`src/hdl/soc_defs.svh`:
```
`ifndef SOC_DEFS_SVH
`define SOC_DEFS_SVH

// bus widths
`define BUS_AW 32
`define BUS_DW 32
`define MASK_W 4   // one bit per byte lane

// on-chip ram depth in words
`define RAM_WORDS 256

// gpio sizes
`define LED_W 8
`define KEY_W 2

// region codes, compared against addr[31:28]
`define REGION_RAM  4'h0
`define REGION_LED  4'h8
`define REGION_KEYS 4'hC

`endif

```
`src/hdl/bus_pkg.sv`:
```
`default_nettype none

package bus_pkg;

  // single-bit bus operation
  typedef enum logic {
    BUS_READ  = 1'b0,
    BUS_WRITE = 1'b1
  } bus_op_e;

  // decoded target of an access
  typedef enum logic [1:0] {
    RGN_NONE = 2'd0,  // unmapped
    RGN_RAM  = 2'd1,
    RGN_GPIO = 2'd2   // led and keys share one block
  } region_e;

endpackage

`default_nettype wire

```
`src/hdl/periph_pkg.sv`:
```
`default_nettype none

package periph_pkg;

  // register select from addr[3:2]
  typedef enum logic [1:0] {
    GPIO_LED       = 2'd0,  // led region, offset 0
    GPIO_KEY_LEVEL = 2'd1,  // key region, offset 4
    GPIO_KEY_PRESS = 2'd2   // key region, offset 8
  } gpio_reg_e;

endpackage

`default_nettype wire

```
`src/hdl/gpio_block.sv`:
```
`timescale 1ns/1ps
`default_nettype none

`include "soc_defs.svh"

module gpio_block (
  input  wire logic                 clk,
  input  wire logic                 i_rst,

  input  wire logic                 i_req,
  input  wire bus_pkg::bus_op_e     i_op,
  input  wire logic [`BUS_AW-1:0]   i_addr,
  input  wire logic [`BUS_DW-1:0]   i_data,
  input  wire logic [`MASK_W-1:0]   i_wr_mask,
  output logic                      o_ack,
  output logic      [`BUS_DW-1:0]   o_data,

  input  wire logic [`KEY_W-1:0]    i_keys,  // active low
  output logic      [`LED_W-1:0]    o_led
);

  import bus_pkg::*;
  import periph_pkg::*;

  gpio_reg_e          reg_sel;
  logic               wr_en;
  logic [`LED_W-1:0]  led_q;
  logic [`KEY_W-1:0]  key_meta;
  logic [`KEY_W-1:0]  key_sync;
  logic [`KEY_W-1:0]  key_level;
  logic [`KEY_W-1:0]  key_press;
  logic [`KEY_W-1:0]  press_set;
  logic [`KEY_W-1:0]  press_clr;

  assign reg_sel = gpio_reg_e'(i_addr[3:2]);
  assign wr_en   = i_req && (i_op == BUS_WRITE);

  always_ff @(posedge clk)
  begin
    if (i_rst)
    begin
      led_q <= '0;
    end
    else if (wr_en && (reg_sel == GPIO_LED))
    begin
      for (int i = 0; i < `LED_W; i++)
      begin
        if (i_wr_mask[i/8])
          led_q[i] <= i_data[i];
      end
    end
  end

  assign o_led = led_q;

  // two-flop synchronizer, idle keys read high
  always_ff @(posedge clk)
  begin
    if (i_rst)
    begin
      key_meta  <= '1;
      key_sync  <= '1;
      key_level <= '1;
    end
    else
    begin
      key_meta  <= i_keys;
      key_sync  <= key_meta;
      key_level <= key_sync;
    end
  end

  // falling edge of the synced key is a press
  assign press_set = key_level & ~key_sync;
  assign press_clr = (wr_en && (reg_sel == GPIO_KEY_PRESS) && i_wr_mask[0]) ?
                     i_data[`KEY_W-1:0] : '0;

  always_ff @(posedge clk)
  begin
    if (i_rst)
      key_press <= '0;
    else
      key_press <= (key_press | press_set) & ~press_clr;  // clear wins
  end

  always_ff @(posedge clk)
  begin
    if (i_req)
    begin
      case (reg_sel)
        GPIO_LED:       o_data <= {{(`BUS_DW-`LED_W){1'b0}}, led_q};
        GPIO_KEY_LEVEL: o_data <= {{(`BUS_DW-`KEY_W){1'b0}}, key_level};
        GPIO_KEY_PRESS: o_data <= {{(`BUS_DW-`KEY_W){1'b0}}, key_press};
        default:        o_data <= '0;
      endcase
    end
  end

  always_ff @(posedge clk)
  begin
    if (i_rst)
      o_ack <= 1'b0;
    else
      o_ack <= i_req;
  end

endmodule

`default_nettype wire

```
`config.mk`:
```
export PLATFORM = sky130hd
export DESIGN_NAME = gpio_block
export DESIGN_NICKNAME = d
export VERILOG_FILES = /design/src/hdl/bus_pkg.sv /design/src/hdl/periph_pkg.sv /design/src/hdl/gpio_block.sv
export VERILOG_INCLUDE_DIRS = /design/src /design/src/hdl
export SDC_FILE = /design/constraint.sdc
export NUM_CORES = 1
export LEC_CHECK = 0
export ABC_AREA = 0
export BUFFER_PORTS_ARGS = -buffer_cell sky130_fd_sc_hd__buf_2
export CORE_MARGIN = 3
export CORE_UTILIZATION = 38
export CTS_CLUSTER_DIAMETER = 150
export DETAILED_ROUTE_END_ITERATION = 12
export PLACE_DENSITY = 0.94
export SLEW_MARGIN = 5
export SYNTH_ARGS = -nofsm -noshare
export SYNTH_HDL_FRONTEND = slang
export SYNTH_SLANG_ARGS = --single-unit
```
`constraint.sdc`:
```
create_clock -name clk -period 1.3 [get_ports clk]
set_input_delay 0 -clock clk [delete_from_list [all_inputs] [get_ports clk]]
set_output_delay 0 -clock clk [all_outputs]
set_load 0.02 [all_outputs]
```
**Word level (Yosys, flattened, before mapping)**

Cells that the tools add are included.

- Equality and inequality tests: 2
- Multiplexer cells: 2
- Bitwise logic cells: 5
- Reductions and logical operators: 6

Operators by type and width:

| operator | count |
|---|---|
| one-hot mux 8 bit (3 select lines) | 1 |
| bitwise AND 2 bit | 2 |
| logical AND 1 bit | 4 |
| NOT 2 bit | 2 |
| equality test 2 x 1 -> 1 bit, second input constant | 1 |
| equality test 2 bit, second input constant | 1 |
| logical NOT 2 bit | 1 |
| two-way mux 2 bit | 1 |
| bitwise OR 2 bit | 1 |
| AND reduction 2 bit | 1 |

- Bits in registers: 49
- Input port bits: 74
- Output and inout port bits: 41
- Word-level logic and storage cells: 22

**Depth between registers and ports, before layout**

- Depth after elaboration: 6
- Gate-level depth with buffers: 4

**Worst setup path before layout**

Ideal clock, no wire load.

- Kind: register to register
- From: register led_q[0], in the netlist o_led[0]
- To: register o_data[0] (data pin)
- Setup time: 0.260 ns
- Arrival: 0.555 ns
- Slack: 0.484 ns
- Cell stages (with the launch flop): 3
- Period minus slack after synthesis: 0.816 ns
- Cell sequence: dfxtp_1 -> mux2i_1 -> o21ai_0

- Word-level cells in the longest chain between the ends: 1

Ends and longest elaborated chain:

| item | line | text |
|---|---|---|
| from (decl) | gpio_block.sv:27 | `` logic [`LED_W-1:0] led_q; `` |
| from (signal, indexed assignment) | gpio_block.sv:49 | `led_q[i] <= i_data[i];` |
| one-hot mux 8 bit (3 select lines) | gpio_block.sv:90 | `case (reg_sel)` |
| to (signal assigned) | gpio_block.sv:91 | `` GPIO_LED: o_data <= {{(`BUS_DW-`LED_W){1'b0}}, led_q}; `` |
| to (signal assigned) | gpio_block.sv:92 | `` GPIO_KEY_LEVEL: o_data <= {{(`BUS_DW-`KEY_W){1'b0}}, key_level}; `` |
| to (signal assigned) | gpio_block.sv:93 | `` GPIO_KEY_PRESS: o_data <= {{(`BUS_DW-`KEY_W){1'b0}}, key_press}; `` |
| to (decl) | gpio_block.sv:16 | `` output logic [`BUS_DW-1:0] o_data, `` |

No other way between the ends.
A chain may end at the register's enable or synchronous reset.

**Worst setup path in the final report**

- From: register led_q[5], in the netlist o_led[5]
- To: output o_led[5]

RTL lines:

| item | line | text |
|---|---|---|
| to (decl) | gpio_block.sv:19 | `` output logic [`LED_W-1:0] o_led `` |

No word-level cell between the ends.

==> impl_metrics.toml <==
[routing]
drc = 0
ant_nets = 0
vias = 750
drt-total-wl_um = 1875
drtPass1Iterations = 4
drt_iter0_markers = 14
viasPerCell = 4.121
wire_per_inst_um = 10.30

[synthesis]
syn_inst = 107
avgSynthCellArea_um2 = 10.80
synthDistinctLibCells = 21
synth_compound_area_share_pct = 3.030
synthMuxAreaShare_pct = 8.658
synth_top_family_by_area = "simple AND/OR/NAND/NOR gates"
synth_warnings = 0
synthXorXnorAreaFrac_pct = 0
syn_area_um2 = 1156
seq_area_frac_synth_pct = 50.22
synthSimpleGateAreaFrac_pct = 19.91
ys_ff_latch = 25
synth-adder-area-share_pct = 0

[setup_path]
cp.arrival_ns = 0.89
crit_required_ns = 1.30
critPathCaptureType = "primary output"
critPathKind = "reg2out"
slowest_delay_ns = 0.40
critPathSlowestCell = "dfxtp_1"
crit_path_start_kind = "flip-flop"
path_buf_inv = 1
crit_chain = "buf_2"
crit_family = "flip-flops"
path_max_fanout = 3

[global_route]
track_usage_pct = 9.687
grt_antenna_before_repair = 0
grt_pass1_wl_um = 2711
overflow = 0
grt_max_degree = 26
grt_pass1_vias = 611

[sta]
hold_viol_final = 0
rsz0062_at_grt = "no"
hold_ws_ns = 0.03763
finalClockSkew_ns = 0.001140
max_freq_ghz = 1.128
drv_slew = 0
final-setup-viol-count = 0
finalSetupTns_ns = 0
finalCritPeriodShare_pct = 68.20
fin_crit_ns = 0.8866

[final_layout]
syn_to_final_growth_pct = 19.48
final_cell_mix = "buf_2, conb_1, dfxtp_1"
nNetsFinal = 226
fin_area_um2 = 1381
final_common_cell = "buf_2"
antennaDiodeCount = 0
drive_above_1_share_pct = 29.80

[cts]
tritoncts = "yes"
cts_buffer_depth = 2
cts_buffers = 3
ctsResizeCount = 0
clkTransAtPathRegs_ns = 0.13
h-tree-depth = 1
clkSinkCount = 25
cts_root_buffer = "clkbuf_4"
clock_latency_ns = 0.30

[job]
drv_cap = 0

[floorplanning]
die_x_um = 61.16
die_h_um = 61.16
initial_core_util_pct = 40.87
ios = 115
fp-row-count = 19
coreArea_um2 = 2829
die_area_um2 = 3740

[power]
leakage_nw = 0.6374
p_per_area_nw_per_um2 = 1002
peakVddDrop_mv = 0.2683
totalPowerFinal_mw = 1.384

[placed_design]
io_buffers = 33
postPlaceCellArea_um2 = 1255
dp_hpwl_um = 1424
gp_congestion = 0.7023

[run_status]
status = "complete, no violations"

[min_path]
hold_path_class = "in2reg"
## path summary, 6_finish.rpt
path | from | slack (ns) | depth (start not counted) | endpoint
hold / removal | i_req | 0.04 | 2 | o_ack$_SDFF_PP0_
setup / recovery | o_led[5]$_SDFFE_PP0P_ | 0.41 | 1 | o_led[5]
setup reg to reg | o_led[1]$_SDFFE_PP0P_ | 0.51 | 2 | o_data[1]$_DFFE_PP_
hold reg to reg | key_meta[0]$_SDFF_PP1_ | 0.43 | 1 | key_sync[0]$_SDFF_PP1_
## per-stage QoR
step	worst slack, ns	utilization [%]	instances
after global placement	0.3123	44.36	168
after global routing	0.3540	48.83	182
after detailed placement	0.2589	44.36	168
final	0.4134	48.83	182
after floorplan	0.4845	-	130
after CTS	0.4155	48.83	182
## power breakdown
part / internal, mW / switching (mW) / leakage, nW
clock network: 0.119 / 0.215 / 0.0150
logic: 0.0759 / 0.133 / 0.401
registers: 0.831 / 0.00877 / 0.221
## flip-flops by register name, indices dropped and copies added (netlist names)
signal	flops
key_meta	2
o_data	8
key_sync	2
key_press	2
o_ack	1
o_led	8
key_level	2
## cell type report
type,instances,area (µm²)
flip-flops and latches,25,580.6
multi-input cells,76,455.4
well taps,31,38.79
fillers,274,1448
inverters,2,7.507
clock buffers,4,26.28
repair buffers,44,272.8
## logic make-up (layout without fill, tap and decap cells)
kind of cell           after synthesis  after routing
AND/OR/NAND/NOR                     36             36
buffers and inverters               29             50
flip-flops                          25             25
multiplexers                        10             10
AO/OA/AOI/OAI                        6              6
other                                1             24
## Yosys cell counts (all sizes together)
master   n  area, µm²
a211oi   2      15.01
a21oi    2      10.01
and2     6      37.54
and2b    1      8.760
buf     25      191.4
clkbuf   2      7.510
conb     1      3.750
dfxtp   17      340.3
edfxtp   8      240.2
inv      2      7.510
mux2i   10      100.1
nand2    2      7.510
nand2b  16      100.1
nand3    1      5.000
nor2     1      3.750
nor2b    1      6.260
nor3     1      16.27
nor3b    1      7.510
o21ai    2      10.01
or2      6      37.54
## what timing repair did
item | 4_1_cts | 5_1_grt
hold endpoints to repair | 12 | 0
hold buffers | 10 | 0
setup buffers | 0 | 0
## routing by layer
layer | routed length, µm | vias to the layer above | GRT usage, % | share of wire, %
li1 | - | 387 | - | -
met1 | 864 | 324 | 14.42 | 46
met2 | 824 | 39 | 14.20 | 44
met5 | 0 | - | 0 | 0
met4 | 0 | 0 | 3.715 | 0
met3 | 186 | 0 | 1.258 | 9.9
Note: power is estimated with default switching activity, not from simulation.
