==> config.mk <==
export PLATFORM = sky130hd
export DESIGN_NAME = mmc_router
export DESIGN_NICKNAME = d
export VERILOG_FILES = /design/src/hdl/bus_pkg.sv /design/src/hdl/mmc_router.sv
export VERILOG_INCLUDE_DIRS = /design/src /design/src/hdl
export SDC_FILE = /design/constraint.sdc
export NUM_CORES = 1
export LEC_CHECK = 0
export ABC_AREA = 0
export BUFFER_PORTS_ARGS = -buffer_cell sky130_fd_sc_hd__buf_2
export CORE_AREA = 5 5 91 93
export DETAILED_ROUTE_END_ITERATION = 10
export DIE_AREA = 0 0 96 98
export MAX_ROUTING_LAYER = met4
export PLACE_DENSITY_LB_ADDON = 0.15
export SLEW_MARGIN = 20
export SYNTH_ARGS = -nofsm -noshare
export SYNTH_HDL_FRONTEND = slang
export SYNTH_SLANG_ARGS = --single-unit
==> constraint.sdc <==
create_clock -name clk -period 1.9 [get_ports clk]
set_input_delay 0 -clock clk [delete_from_list [all_inputs] [get_ports clk]]
set_output_delay 0 -clock clk [all_outputs]
set_load 0.01 [all_outputs]
==> src/hdl/soc_defs.svh <==
`ifndef SOC_DEFS_SVH
`define SOC_DEFS_SVH

// bus widths
`define BUS_AW 32
`define BUS_DW 32
`define MASK_W 4   // one bit per byte lane

// on-chip ram depth in words
`define RAM_WORDS 256

// gpio sizes
`define LED_W 8
`define KEY_W 2

// region codes, compared against addr[31:28]
`define REGION_RAM  4'h0
`define REGION_LED  4'h8
`define REGION_KEYS 4'hC

`endif

==> src/hdl/bus_pkg.sv <==
`default_nettype none

package bus_pkg;

  // single-bit bus operation
  typedef enum logic {
    BUS_READ  = 1'b0,
    BUS_WRITE = 1'b1
  } bus_op_e;

  // decoded target of an access
  typedef enum logic [1:0] {
    RGN_NONE = 2'd0,  // unmapped
    RGN_RAM  = 2'd1,
    RGN_GPIO = 2'd2   // led and keys share one block
  } region_e;

endpackage

`default_nettype wire

==> src/hdl/mmc_router.sv <==
`timescale 1ns/1ps
`default_nettype none

`include "soc_defs.svh"

module mmc_router (
  input  wire logic                     clk,
  input  wire logic                     i_rst,

  input  wire logic                     i_bus_req,
  input  wire logic                     i_bus_write,
  input  wire logic [`BUS_AW-1:0]       i_bus_addr,
  input  wire logic [`BUS_DW-1:0]       i_bus_data,
  input  wire logic [`MASK_W-1:0]       i_bus_rd_mask,
  input  wire logic [`MASK_W-1:0]       i_bus_wr_mask,
  output logic                          o_bus_ack,
  output logic      [`BUS_DW-1:0]       o_bus_data,

  output logic                          o_ram_req,
  output logic                          o_gpio_req,
  output bus_pkg::bus_op_e              o_tgt_op,
  output logic      [`BUS_AW-1:0]       o_tgt_addr,
  output logic      [`BUS_DW-1:0]       o_tgt_data,
  output logic      [`MASK_W-1:0]       o_tgt_wr_mask,
  input  wire logic                     i_ram_ack,
  input  wire logic [`BUS_DW-1:0]       i_ram_data,
  input  wire logic                     i_gpio_ack,
  input  wire logic [`BUS_DW-1:0]       i_gpio_data
);

  import bus_pkg::*;

  region_e            region_d;
  region_e            region_q;   // target of the access in flight
  logic               req_q;
  logic [`MASK_W-1:0] rd_mask_q;
  logic [`BUS_DW-1:0] tgt_word;
  logic [`BUS_DW-1:0] mask_bits;

  always_comb
  begin
    case (i_bus_addr[`BUS_AW-1 -: 4])
      `REGION_RAM:  region_d = RGN_RAM;
      `REGION_LED:  region_d = RGN_GPIO;
      `REGION_KEYS: region_d = RGN_GPIO;
      default:      region_d = RGN_NONE;
    endcase
  end

  // dispatch, no added delay
  assign o_ram_req     = i_bus_req && (region_d == RGN_RAM);
  assign o_gpio_req    = i_bus_req && (region_d == RGN_GPIO);
  assign o_tgt_op      = i_bus_write ? BUS_WRITE : BUS_READ;
  assign o_tgt_addr    = i_bus_addr;
  assign o_tgt_data    = i_bus_data;
  assign o_tgt_wr_mask = i_bus_wr_mask;

  always_ff @(posedge clk)
  begin
    if (i_rst)
    begin
      req_q    <= 1'b0;
      region_q <= RGN_NONE;
    end
    else
    begin
      req_q <= i_bus_req;
      if (i_bus_req)
        region_q <= region_d;
    end
  end

  // writes return zero, so their mask is dropped here
  always_ff @(posedge clk)
  begin
    if (i_bus_req)
      rd_mask_q <= i_bus_write ? '0 : i_bus_rd_mask;
  end

  always_comb
  begin
    case (region_q)
      RGN_RAM:  tgt_word = i_ram_data;
      RGN_GPIO: tgt_word = i_gpio_data;
      default:  tgt_word = '0;
    endcase
  end

  always_comb
  begin
    for (int b = 0; b < `MASK_W; b++)
    begin
      mask_bits[8*b +: 8] = {8{rd_mask_q[b]}};
    end
  end

  assign o_bus_ack = ((region_q == RGN_RAM)  && i_ram_ack)  ||
                     ((region_q == RGN_GPIO) && i_gpio_ack) ||
                     ((region_q == RGN_NONE) && req_q);  // unmapped, answered here

  assign o_bus_data = o_bus_ack ? (tgt_word & mask_bits) : '0;

endmodule

`default_nettype wire

==> Word level (Yosys, flattened, before mapping) <==
Index checks and enable logic that the tools add are counted.
W data, S select, Z words.
{ "word_totals": {"out_inout_bits": 104, "ramBits": 0, "memories": 0, "reg_bits": 7, "wordCells": 24, "latch_bits": 0, "mem_bits_ro": 0} }
{ "classes": {"multipliers": 0, "eq_ne": 6, "div_mod_pow": 0, "order_cmp": 0, "bitwise": 1, "reduce_logical": 10, "n_mux": 4, "n_addsub": 0, "n_shift": 0} }
{ "ops": {"columns": ["cell", "n"], "rows": [
  ["$pmux W32 S2", 1],
  ["$and A32 B32 Y32", 1],
  ["$mux W32", 1],
  ["$eq A4 B4 Y1 const B", 2],
  ["$logic_and A1 B1 Y1", 5],
  ["$eq A2 B1 Y1 const B", 2],
  ["$eq A2 B2 Y1 const B", 2],
  ["$logic_not A4 Y1", 1],
  ["$pmux W2 S2", 1],
  ["$logic_not A2 Y1", 1],
  ["$logic_or A1 B1 Y1", 2],
  ["$reduce_or A2 Y1", 1],
  ["$mux W1", 1]
]} }

==> Logic depth before layout (Yosys ltp) <==
Gate-level depths: netlist of run 1.
{ "depth": {"depth_word": 5, "depth_mapped": 6, "mapped_depth_nobuf": 4} }

==> Worst setup path after synthesis of run 1 <==
No wires, ideal clock.
{ "synth_timing": {"path_kind": "reg-to-output", "start": "register region_q[0]", "end": "output port o_bus_data[22]", "n_path_buf": 2, "slack_ps": 184, "stages_incl_launch_ff": 7, "arrival_time_ps": 1716, "path_cell_list": "dfxtp_1 -> inv_1 -> ha_1 -> buf_2 -> a222oi_1 -> buf_6 -> nor3_2"} }
{ "synth_via": {"elab_chain_cells": 5, "word_cells_on_any_way": 11, "cone_classes": "2 x eq/ne; 2 x mux; 1 x bitwise; 6 x reduce/logical"} }
{ "synth_lines": {"columns": ["element", "line_no", "rtl"], "rows": [
  ["start: declaration", "mmc_router.sv:34", "region_e region_q;"],
  ["start signal: assignment", "mmc_router.sv:69", "region_q <= region_d;"],
  ["parallel branches: the longest is 4 deep, another holds $pmux W32 S2", null, null],
  ["$mux W32 (*)", "mmc_router.sv:101", "assign o_bus_data = o_bus_ack ? (tgt_word & mask_bits) : '0;"],
  ["end: declaration", "mmc_router.sv:17", "output logic [`BUS_DW-1:0] o_bus_data,"]
]} }
Mark *: on every way between the ends.

==> Worst setup path after layout of run 1 <==
{ "layout_timing": {"start": "register region_q[0]", "end": "output port o_bus_data[7]"} }
Same word-level chain as after synthesis.

==> results by group, run 1 <==
Final layout
  • Filler cells: roughly 860
  • Antenna cell count: 0
  • Footprint of the multi-input gates: 697 µm²
  • Share of post-route cells with drive strength above 1: 0.728
  • Final #Nets: 370
  • Synth-to-layout area growth: 19.5%
  • Layout Cells excl Fill: 326
  • FF+latch area: 183 µm²
  • Post-route core utilization: 0.239

Synth
  • Dominant cells by area after synthesis: buf_4 35%, nor3_2 20%, a22oi_1 16%
  • Seq/Total Area, Yosys: 0.121
  • Ys Warns: 0
  • Number of synthesized flops with an enable pin: 4
  • Yosys cell types: 21
  • Syn Area/Cell: around 8.5 µm²
  • Mapped Cells: 174
  • Synth top cells by count: 69 x buf_4, 32 x a22oi_1, 29 x nor3_2
  • Cell with the most instances after synthesis: buf_4
  • Count of state elements after synthesis: 7
  • Main synth FF type: edfxtp_1
  • Post-synthesis net count: 319
  • Synth top area share: 0.348
  • Synth area leader: buf_4
  • Ys async rst share: 0
  • Netlist Area Pre-Place: 1490 µm²

Setup path
  • Worst setup SP type: flip-flop
  • CP max-delay cell: a222oi_1
  • Max incr delay on CP: 440 ps
  • Worst EP required: 1900 ps
  • Crit Path Max Fanout: 8
  • Crit path cell chain: inv_2 -> ha_1 -> a222oi_1 -> buf_4 -> clkbuf_16 -> nor3_2 -> buf_2
  • Setup Crit Path Kind: reg -> out
  • Critical path data arrival time: 1860 ps
  • CP endpoint kind: output pin

Power
  • Total power: 584 µW
  • Maximum vdd ir drop: 0.000317 V
  • Pwr per Cell Area: 328 nW/µm²
  • Leakage: 0.000766 µW

Floorplanning
  • IO Pins: 246
  • Die ar.: 9410 µm²
  • Die Width: 96 µm
  • Die Y: roughly 98 µm
  • Initial core utilization: 0.200
  • Core area: 7450 µm²
  • Rows: 32

STA
  • Final setup TNS: 0 ps
  • Min Tclk post-route: 1860 ps
  • Final Slew Violations: 0
  • Final Hold Fails: 0
  • Worst-Margin Slew: 482 ps
  • Final setup violating endpoints: 0
  • Highest Clock Rate: 539 MHz
  • Clock skew: 0 ps
  • Max_slew headroom: 0.679
  • Period utilization: 0.977

Detailed routing
  • Final ANT Viol Nets: 0
  • DRT iter0 DRCs: 27
  • WL final: 4960 µm
  • Via count: between 1,000 and 1,500
  • # DRC: 0
  • Initial DRT Pass Iterations: 4
  • Vias per cell: 4.17
  • Drt wl/cell: 15.2 µm

Clocking
  • Clk sinks: 7
  • Max clock buf depth: 2
  • Clk Latency, worst-skew pair: 220 ps
  • Cts bufs inserted: 3
  • Root Buffer: clkbuf_8
  • H-tree level count: 1
  • CTS tree: done
  • Reg clk slew, reported paths: 40 ps

Placement
  • Gpl congestion: around 0.64
  • Placed Cells: 316
  • Port bufs: 117
  • Post-DP HPWL: 3650 µm

Global route
  • Largest net degree at the start of global routing: 34
  • GRT Overall Usage: 0.0894
  • Vias in the first global route: ~1,300
  • First-pass GRT wire length: 6640 µm
  • Grt total ovfl: 0
  • Initial antenna violation count: 0

Status
  • Status: finished, final reports clean

Worst hold path
  • Worst hold path class: in -> out

Flow run
  • Max-Cap Viols: 0
[worst max-delay path, delay by kind of cell, from the launching register on]
| kind | cells | cell delay (ps) |
|---|---|---|
| buffers and inverters | 4 | 600 |
| AOI/OAI and AO/OA | 1 | 440 |
| DFF | 1 | 330 |
| adders and majority gates | 1 | 200 |
| and+or+nand+nor | 1 | 50 |
[layout make-up]
type | instances | share of cell area
Timing Repair Buffer | 126 | 0.402
Inverter | 3 | 0.00633
Clock buffer | 4 | 0.0253
Sequential cell | 7 | 0.103
Multi-Input combinational cell | 84 | 0.392
Tap cell | 102 | 0.0718
[report_power, final]
group          leakage (µW)  internal [µW]  switching (µW)
Combinational      0.000679            110            96.3
Sequential        0.0000641            171            2.48
Clock             0.0000228            145            59.5
Total              0.000766            425             158
[metrics by stage]
step           area, µm²  hold WS, ps  setup slack [ps]
3_3_place_gp        1630       0.0686               251
6_report            1780      0.00282              44.2
5_1_grt             1780       0.0155             -51.0
4_1_cts             1690       0.0686              19.8
3_5_place_dp        1630       0.0686               275
2_1_floorplan       1490         50.7               184
[kinds of logic (layout without fill, tap and decap cells)]
family	count (synthesis)	in the layout	share of synthesized area
buffers and inverters	83	133	0.412
adder cells (fa/ha/maj)	3	3	0.0252
flip-flops	7	7	0.121
AO/OA/AOI/OAI	35	35	0.181
AND/OR/NAND/NOR	46	46	0.261
[flip-flops by register name (all words and copies together), names as in the netlist]
register / cells
region_q: 2
req_q: 1
rd_mask_q: 4
[layer usage]
| layer | routed length, µm | GRT usage | vias up |
|---|---|---|---|
| li1 | - | - | 655 |
| met1 | 1960 | 0.101 | 603 |
| met2 | 2280 | 0.146 | 88 |
| met3 | 544 | 0.0239 | 14 |
| met4 | 165 | 0.0394 | 0 |
| met5 | 0 | - | - |
[what timing repair did]
action | 4_1_cts | 5_1_grt
gates resized for setup | 0 | 8
hold endpoints to repair | 1 | 0
endpoints found under the setup margin | 0 | 33
hold buffers | 1 | 0
setup buffers | 0 | 2
[path summary, 6_finish.rpt]
| kind | slack (ps) | from | endpoint | depth (start not counted) |
|---|---|---|---|---|
| max | 40 | region_q[0]$_SDFFE_PP0P_ | o_bus_data[7] | 7 |
| max reg2reg | 1180 | region_q[0]$_SDFFE_PP0P_ | region_q[0]$_SDFFE_PP0P_ | 2 |
| min reg2reg | 510 | region_q[0]$_SDFFE_PP0P_ | region_q[0]$_SDFFE_PP0P_ | 2 |
| min | 0.003 | i_bus_data[0] | o_tgt_data[0] | 0 |
[placed cells by master (no fill, tap or decap), drive strengths merged, types with 3 or more instances in the layout]
cell,instances
a22oi,32
buf,123
clkbuf,5
dfxtp,3
edfxtp,4
ha,3
inv,3
nand2,4
nor2b,6
nor3,33
Power figures use the tool's default switching activity.
==> run 2: changes to the inputs <==
--- a/config.mk
+++ b/config.mk
@@ -7,7 +7,7 @@
 export NUM_CORES = 1
 export LEC_CHECK = 0
 export ABC_AREA = 0
-export BUFFER_PORTS_ARGS = -buffer_cell sky130_fd_sc_hd__buf_2
+export BUFFER_PORTS_ARGS = -buffer_cell sky130_fd_sc_hd__clkbuf_2
 export CORE_AREA = 5 5 91 93
 export DETAILED_ROUTE_END_ITERATION = 10
 export DIE_AREA = 0 0 96 98
==> results by group, run 2 (synthesis results as in run 1) <==
Power
  • Gate power share: 0.354 (about the same)
  • Sw Pwr: 161 µW (+1.9%)
  • Switching Fraction: 0.275 (+0.00440)
  • Pwr per Cell Area: 323 nW/µm² (-1.5%)
  • Leakage: 0.000757 µW (-1.1%)
  • Sequential share of power: 0.293 (-0.004)
  • Maximum vdd ir drop: 0.000265 V (-16%)
  • Power share of the clock group: 0.353 (+0.003)
  • Internal: 424 µW (-0.30%)

Final layout
  • Most frequent cells in the layout: 116 x clkbuf_2, 32 x a22oi_1, 29 x nor3_2
  • Post-route core utilization: 0.243 (+0.00437)
  • Largest Register: rd_mask_q
  • Largest regs: rd_mask_q x4, region_q x2, req_q x1
  • Max reg flops: 4 (unchanged)
  • Antenna cell count: 0 (unchanged)
  • Most common cell after layout, fill and taps aside: clkbuf_2
  • Final #Nets: 370 (unchanged)
  • Layout Cells excl Fill: 326 (unchanged)
  • Share of post-route cells with drive strength above 1: 0.732 (+0.00446)
  • Post-route cell area: 1810 µm² (+1.8%)
  • Synth-to-layout area growth: 21.7%

Global route
  • Grt total ovfl: 0 (unchanged)
  • First-pass GRT wire length: 6290 µm (-5.2%)
  • Vias in the first global route: 1,256 (-4.0%)
  • Initial antenna violation count: 0 (unchanged)
  • GRT Overall Usage: 0.0869 (-0.00254)
  • Largest net degree at the start of global routing: 34 (unchanged)

Detailed routing
  • Initial DRT Pass Iterations: 4 (unchanged)
  • Via count: 1,384 (+1.8%)
  • Vias per cell: 4.25 (+1.8%)
  • DRT iter0 DRCs: 29 (+7.4%)
  • WL final: 4970 µm (+0.28%)
  • # DRC: 0 (unchanged)
  • Drt wl/cell: 15.2 µm (+0.28%)
  • Final ANT Viol Nets: 0 (unchanged)

Worst hold path
  • Hold Path End: o_tgt_data[24]
  • Hold Startpoint: i_bus_data[24]
  • Worst hold path class: in -> out
  • Hold depth: 0 (unchanged)

Clocking
  • Clk sinks: 7 (unchanged)
  • Max clock buf depth: 2 (unchanged)
  • Root Buffer: clkbuf_8
  • Reg clk slew, reported paths: 40 ps (about the same)
  • CTS tree: done
  • Cts bufs inserted: 3 (unchanged)
  • Clk Latency, worst-skew pair: 230 ps (about the same)
  • H-tree level count: 1 (unchanged)

STA
  • Highest Clock Rate: 543 MHz (+0.80%)
  • Worst hold margin: 0.00282 ps (unchanged)
  • Min Tclk post-route: 1840 ps (-14.7 ps)
  • Max_slew headroom: 0.666 (-0.0127)
  • Final Slew Violations: 0 (unchanged)
  • Clock skew: 0 ps (unchanged)
  • Final setup violating endpoints: 0 (unchanged)
  • Final setup TNS: 0 ps (unchanged)
  • Worst-Margin Slew: 500 ps (+17.9 ps)
  • Final Hold Fails: 0 (unchanged)
  • Period utilization: 0.969 (-0.00774)

Placement
  • Post-DP Area: 1630 µm² (unchanged)
  • Gpl congestion: 0.691 (+8.8%)
  • Port bufs: 117 (unchanged)
  • Post-DP HPWL: 3640 µm (-0.21%)
  • Placed Cells: 316 (unchanged)

Setup path
  • Worst R2R Path Depth: 2 (unchanged)
  • Setup Crit Path Kind: reg -> out
  • Worst setup SP type: flip-flop
  • Crit Path Max Fanout: 8 (unchanged)
  • R2R setup slack: 1150 ps (-30 ps)
  • Worst reg2reg path startpoint: region_q[1]$_SDFFE_PP0P_
  • Critical path data arrival time: 1840 ps (-20 ps)
  • Worst EP required: 1900 ps (about the same)
  • Reg-to-reg endpoint: region_q[1]$_SDFFE_PP0P_
  • CP endpoint kind: output pin

Status
  • Status: finished, final reports clean

Floorplanning
  • Core area: 7450 µm² (unchanged)
  • Initial core utilization: 0.200 (unchanged)
  • Die Y: 98 µm (unchanged)
  • IO Pins: 246 (unchanged)
  • Die ar.: 9410 µm² (unchanged)
  • Die Width: 96 µm (unchanged)
  • Rows: 32 (unchanged)

Flow run
  • Max-Cap Viols: 0 (unchanged)
[run 2: what timing repair did]
| item | in CTS | in global routing |
|---|---|---|
| gates resized for setup | 0 | 16 |
| buffers inserted | 0 | 2 |
| endpoints found under the setup margin | 0 | 33 |
| hold endpoints to repair | 1 | 0 |
| hold buffers | 1 | 0 |
[run 2: layout make-up]
| cell class | instances | area (µm²) |
|---|---|---|
| Sequential cell | 7 | 188 |
| Inverter | 3 | 16.3 |
| Tap cell | 102 | 128 |
| Clock buffer | 4 | 45.0 |
| Fill cell | 841 | 5640 |
| Multi-Input combinational cell | 84 | 719 |
| Timing Repair Buffer | 126 | 714 |
[run 2: critical path, stage by stage (launching register included)]
cell and delay [ps]:
dfxtp_4 370, inv_4 40, ha_4 150, a222oi_1 470, buf_4 240, clkbuf_16 160, nor3_2 40, clkbuf_2 140
[run 2: stage by stage]
stage	power, µW	setup WS (ps)
CTS	564	34.7
global placement	350	282
floorplan	393	184
detailed placement	349	286
global route	625	-52.9
finish	585	58.9
[run 2: power by group through the flow]
stage	Sequential (µW)	Combinational (µW)	Clock (µW)
global placement	175	175	0
detailed placement	175	174	0
global route	172	228	225
floorplan	175	218	0
CTS	173	176	215
finish	171	207	207
[run 2: worst max path at each step]
stage | slack, ps | to | depth (start not counted) | start
2_1_floorplan | 180 | o_bus_data[22] | 6 | region_q[0]$_SDFFE_PP0P_
3_3_place_gp | 280 | o_bus_data[31] | 6 | region_q[1]$_SDFFE_PP0P_
3_5_place_dp | 290 | o_bus_data[31] | 6 | region_q[1]$_SDFFE_PP0P_
4_1_cts | 30 | o_bus_data[31] | 6 | region_q[1]$_SDFFE_PP0P_
5_1_grt | -50 | o_bus_data[26] | 7 | region_q[1]$_SDFFE_PP0P_
6_report | 60 | o_bus_data[29] | 7 | region_q[1]$_SDFFE_PP0P_
[run 2: per-layer routing]
| metal | global-route usage | up-vias | share of wire |
|---|---|---|---|
| met5 | - | - | 0 |
| met2 | 0.146 | 89 | 0.47 |
| met1 | 0.0905 | 619 | 0.39 |
| li1 | - | 657 | - |
| met3 | 0.0200 | 19 | 0.096 |
| met4 | 0.0525 | 0 | 0.042 |
==> run 3: changes to the inputs <==
--- a/config.mk
+++ b/config.mk
@@ -11,9 +11,9 @@
 export CORE_AREA = 5 5 91 93
 export DETAILED_ROUTE_END_ITERATION = 10
 export DIE_AREA = 0 0 96 98
+export HOLD_SLACK_MARGIN = 0.02
 export MAX_ROUTING_LAYER = met4
 export PLACE_DENSITY_LB_ADDON = 0.15
-export SLEW_MARGIN = 20
 export SYNTH_ARGS = -nofsm -noshare
 export SYNTH_HDL_FRONTEND = slang
 export SYNTH_SLANG_ARGS = --single-unit
==> results by group, run 3 (synthesis results as in run 1) <==
Detailed routing
  • WL final: 6230 µm (+25%)
  • Via count: 1,656 (+20%)
  • # DRC: 0 (unchanged)
  • Final ANT Viol Nets: 0 (unchanged)
  • M1 WL: 2240 µm (+15%)
  • Top routing layer in use: met4
  • Vias per cell: 4.25 (about the same)
  • DRT iter0 DRCs: 36 (+24%)
  • WL met3: 562 µm (+18%)
  • Initial DRT Pass Iterations: 4 (unchanged)
  • Met2 WL: 3380 µm (+44%)
  • Drt wl/cell: 16.0 µm (+4.9%)

Floorplanning
  • Initial core utilization: 0.200 (unchanged)
  • Rows: 32 (unchanged)
  • Die ar.: 9410 µm² (unchanged)
  • IO Pins: 246 (unchanged)
  • Die Y: 98 µm (unchanged)
  • Core area: 7450 µm² (unchanged)
  • Die Width: 96 µm (unchanged)

STA
  • Highest Clock Rate: 549 MHz (+1.1%)
  • Max_slew headroom: 0.666 (about the same)
  • Worst-Margin Slew: 499 ps (-0.588 ps)
  • Period utilization: 0.958 (-0.0108)
  • Min Tclk post-route: 1820 ps (-20.4 ps)
  • Clock skew: 0 ps (unchanged)
  • Worst setup margin: 79.4 ps (+20.4 ps)
  • Final Hold Fails: 0 (unchanged)
  • Final setup violating endpoints: 0 (unchanged)
  • Final Slew Violations: 0 (unchanged)

Placement
  • Port bufs: 117 (unchanged)
  • Post-DP Area: 1630 µm² (unchanged)
  • Worst slack, placed: 286 ps (unchanged)
  • Post-DP HPWL: 3640 µm (unchanged)
  • Gpl congestion: 0.691 (unchanged)

Final layout
  • Share of post-route cells with drive strength above 1: 0.569 (-0.163)
  • Post-route cell area: 2450 µm² (+36%)
  • Largest Register: rd_mask_q
  • Max reg flops: 4 (unchanged)
  • Synth-to-layout area growth: 65.0%
  • Most frequent cells in the layout: 116 x clkbuf_2, 65 x dlygate4sd3_1, 32 x a22oi_1
  • Largest regs: rd_mask_q x4, region_q x2, req_q x1
  • Filler cells: 785 (-6.7%)
  • Final #Nets: 434 (+17%)
  • Antenna cell count: 0 (unchanged)
  • Most common cell after layout, fill and taps aside: clkbuf_2

Power
  • Sequential share of power: 0.231 (-0.062)
  • Pwr per Cell Area: 303 nW/µm² (-6.3%)
  • Total power: 743 µW (+27%)
  • Leakage: 0.00103 µW (+36%)
  • Internal: 515 µW (+22%)
  • Gate power share: 0.491 (+0.137)
  • Switching Fraction: 0.307 (+0.0312)
  • Maximum vdd ir drop: 0.000297 V (+12%)
  • Sw Pwr: 228 µW (+41%)
  • Power share of the clock group: 0.278 (-0.075)

Setup path
  • R2R setup slack: 1150 ps (about the same)
  • Crit Path Max Fanout: 8 (unchanged)
  • Worst R2R Path Depth: 2 (unchanged)
  • Reg-to-reg endpoint: region_q[1]$_SDFFE_PP0P_
  • Critical path data arrival time: 1820 ps (-20 ps)
  • CP endpoint kind: output pin
  • Worst setup SP type: flip-flop
  • Worst reg2reg path startpoint: region_q[1]$_SDFFE_PP0P_
  • Setup Crit Path Kind: reg -> out
  • Worst EP required: 1900 ps (about the same)

Clocking
  • Reg clk slew, reported paths: 40 ps (about the same)
  • Cts bufs inserted: 3 (unchanged)
  • CTS tree: done
  • Clk Latency, worst-skew pair: 230 ps (about the same)
  • Max clock buf depth: 2 (unchanged)
  • H-tree level count: 1 (unchanged)
  • Root Buffer: clkbuf_8
  • Clk sinks: 7 (unchanged)

Global route
  • Largest net degree at the start of global routing: 34 (unchanged)
  • GRT Overall Usage: 0.106 (+0.0191)
  • Grt total ovfl: 0 (unchanged)
  • First-pass GRT wire length: 7800 µm (+24%)
  • Vias in the first global route: 1,600 (+27%)
  • Initial antenna violation count: 0 (unchanged)

Status
  • Status: finished, final reports clean

Worst hold path
  • Worst hold path class: in -> reg
  • Hold Startpoint: i_bus_rd_mask[0]
  • Hold depth: 2 (+2)
  • Hold Path End: rd_mask_q[0]$_SDFFCE_PP0P_

Flow run
  • Max-Cap Viols: 0 (unchanged)
==> run 3: cell types whose count changed in the layout (fill, tap and decap cells not counted), sizes merged <==
cell | previous run | this run
dlygate4sd3 | 1 | 65
==> run 3: layer usage <==
layer | global-route usage | up-vias
li1 | - | 784
met1 | 0.107 | 746
met2 | 0.209 | 119
met3 | 0.0108 | 7
met4 | 0.0252 | 0
met5 | - | -
==> run 3: cell type report <==
type,count,area (µm²),area share
Multi-Input combinational cell,84,719,0.293
Clock buffer,4,45.0,0.0183
Tap cell,102,128,0.0520
Timing Repair Buffer,190,1360,0.554
Sequential cell,7,188,0.0765
Inverter,3,16.3,0.00663
==> run 3: worst max-delay path, stage by stage (launching register included) <==
cell	delay (ps)
dfxtp_4	370
inv_4	40
ha_4	150
a222oi_1	450
buf_4	230
clkbuf_16	160
nor3_2	50
clkbuf_2	140
==> run 3: how the worst max path moves through the flow <==
| stage | start | to | depth (start not counted) |
|---|---|---|---|
| after floorplan | region_q[0]$_SDFFE_PP0P_ | o_bus_data[22] | 6 |
| after global placement | region_q[1]$_SDFFE_PP0P_ | o_bus_data[31] | 6 |
| after detailed placement | region_q[1]$_SDFFE_PP0P_ | o_bus_data[31] | 6 |
| after CTS | region_q[1]$_SDFFE_PP0P_ | o_bus_data[31] | 6 |
| after global routing | region_q[1]$_SDFFE_PP0P_ | o_bus_data[2] | 7 |
| final | region_q[1]$_SDFFE_PP0P_ | o_bus_data[5] | 7 |
==> run 3: what timing repair did <==
item,4_1_cts,5_1_grt
setup endpoints to repair,0,33
buffers inserted,0,2
hold buffers,65,0
resized for setup,0,17
endpoints found under the hold margin,66,0
==> run 3: power groups by stage <==
| stage | combinational [µW] | clock (µW) | sequential (µW) |
|---|---|---|---|
| after global routing | 391 | 225 | 172 |
| after detailed placement | 174 | 0 | 175 |
| after CTS | 330 | 215 | 173 |
| final | 365 | 207 | 171 |
| after global placement | 175 | 0 | 175 |
| after floorplan | 218 | 0 | 175 |
==> run 3: per-stage QoR <==
step	util	hold slack [ps]	setup TNS (ps)	std cells
after floorplan	-	50.7	0	174
after global placement	0.219	0.0686	0	316
after detailed placement	0.219	0.0686	0	316
after CTS	0.313	59.8	0	385
after global routing	0.330	67.6	-922	390
final	0.330	63.8	0	390
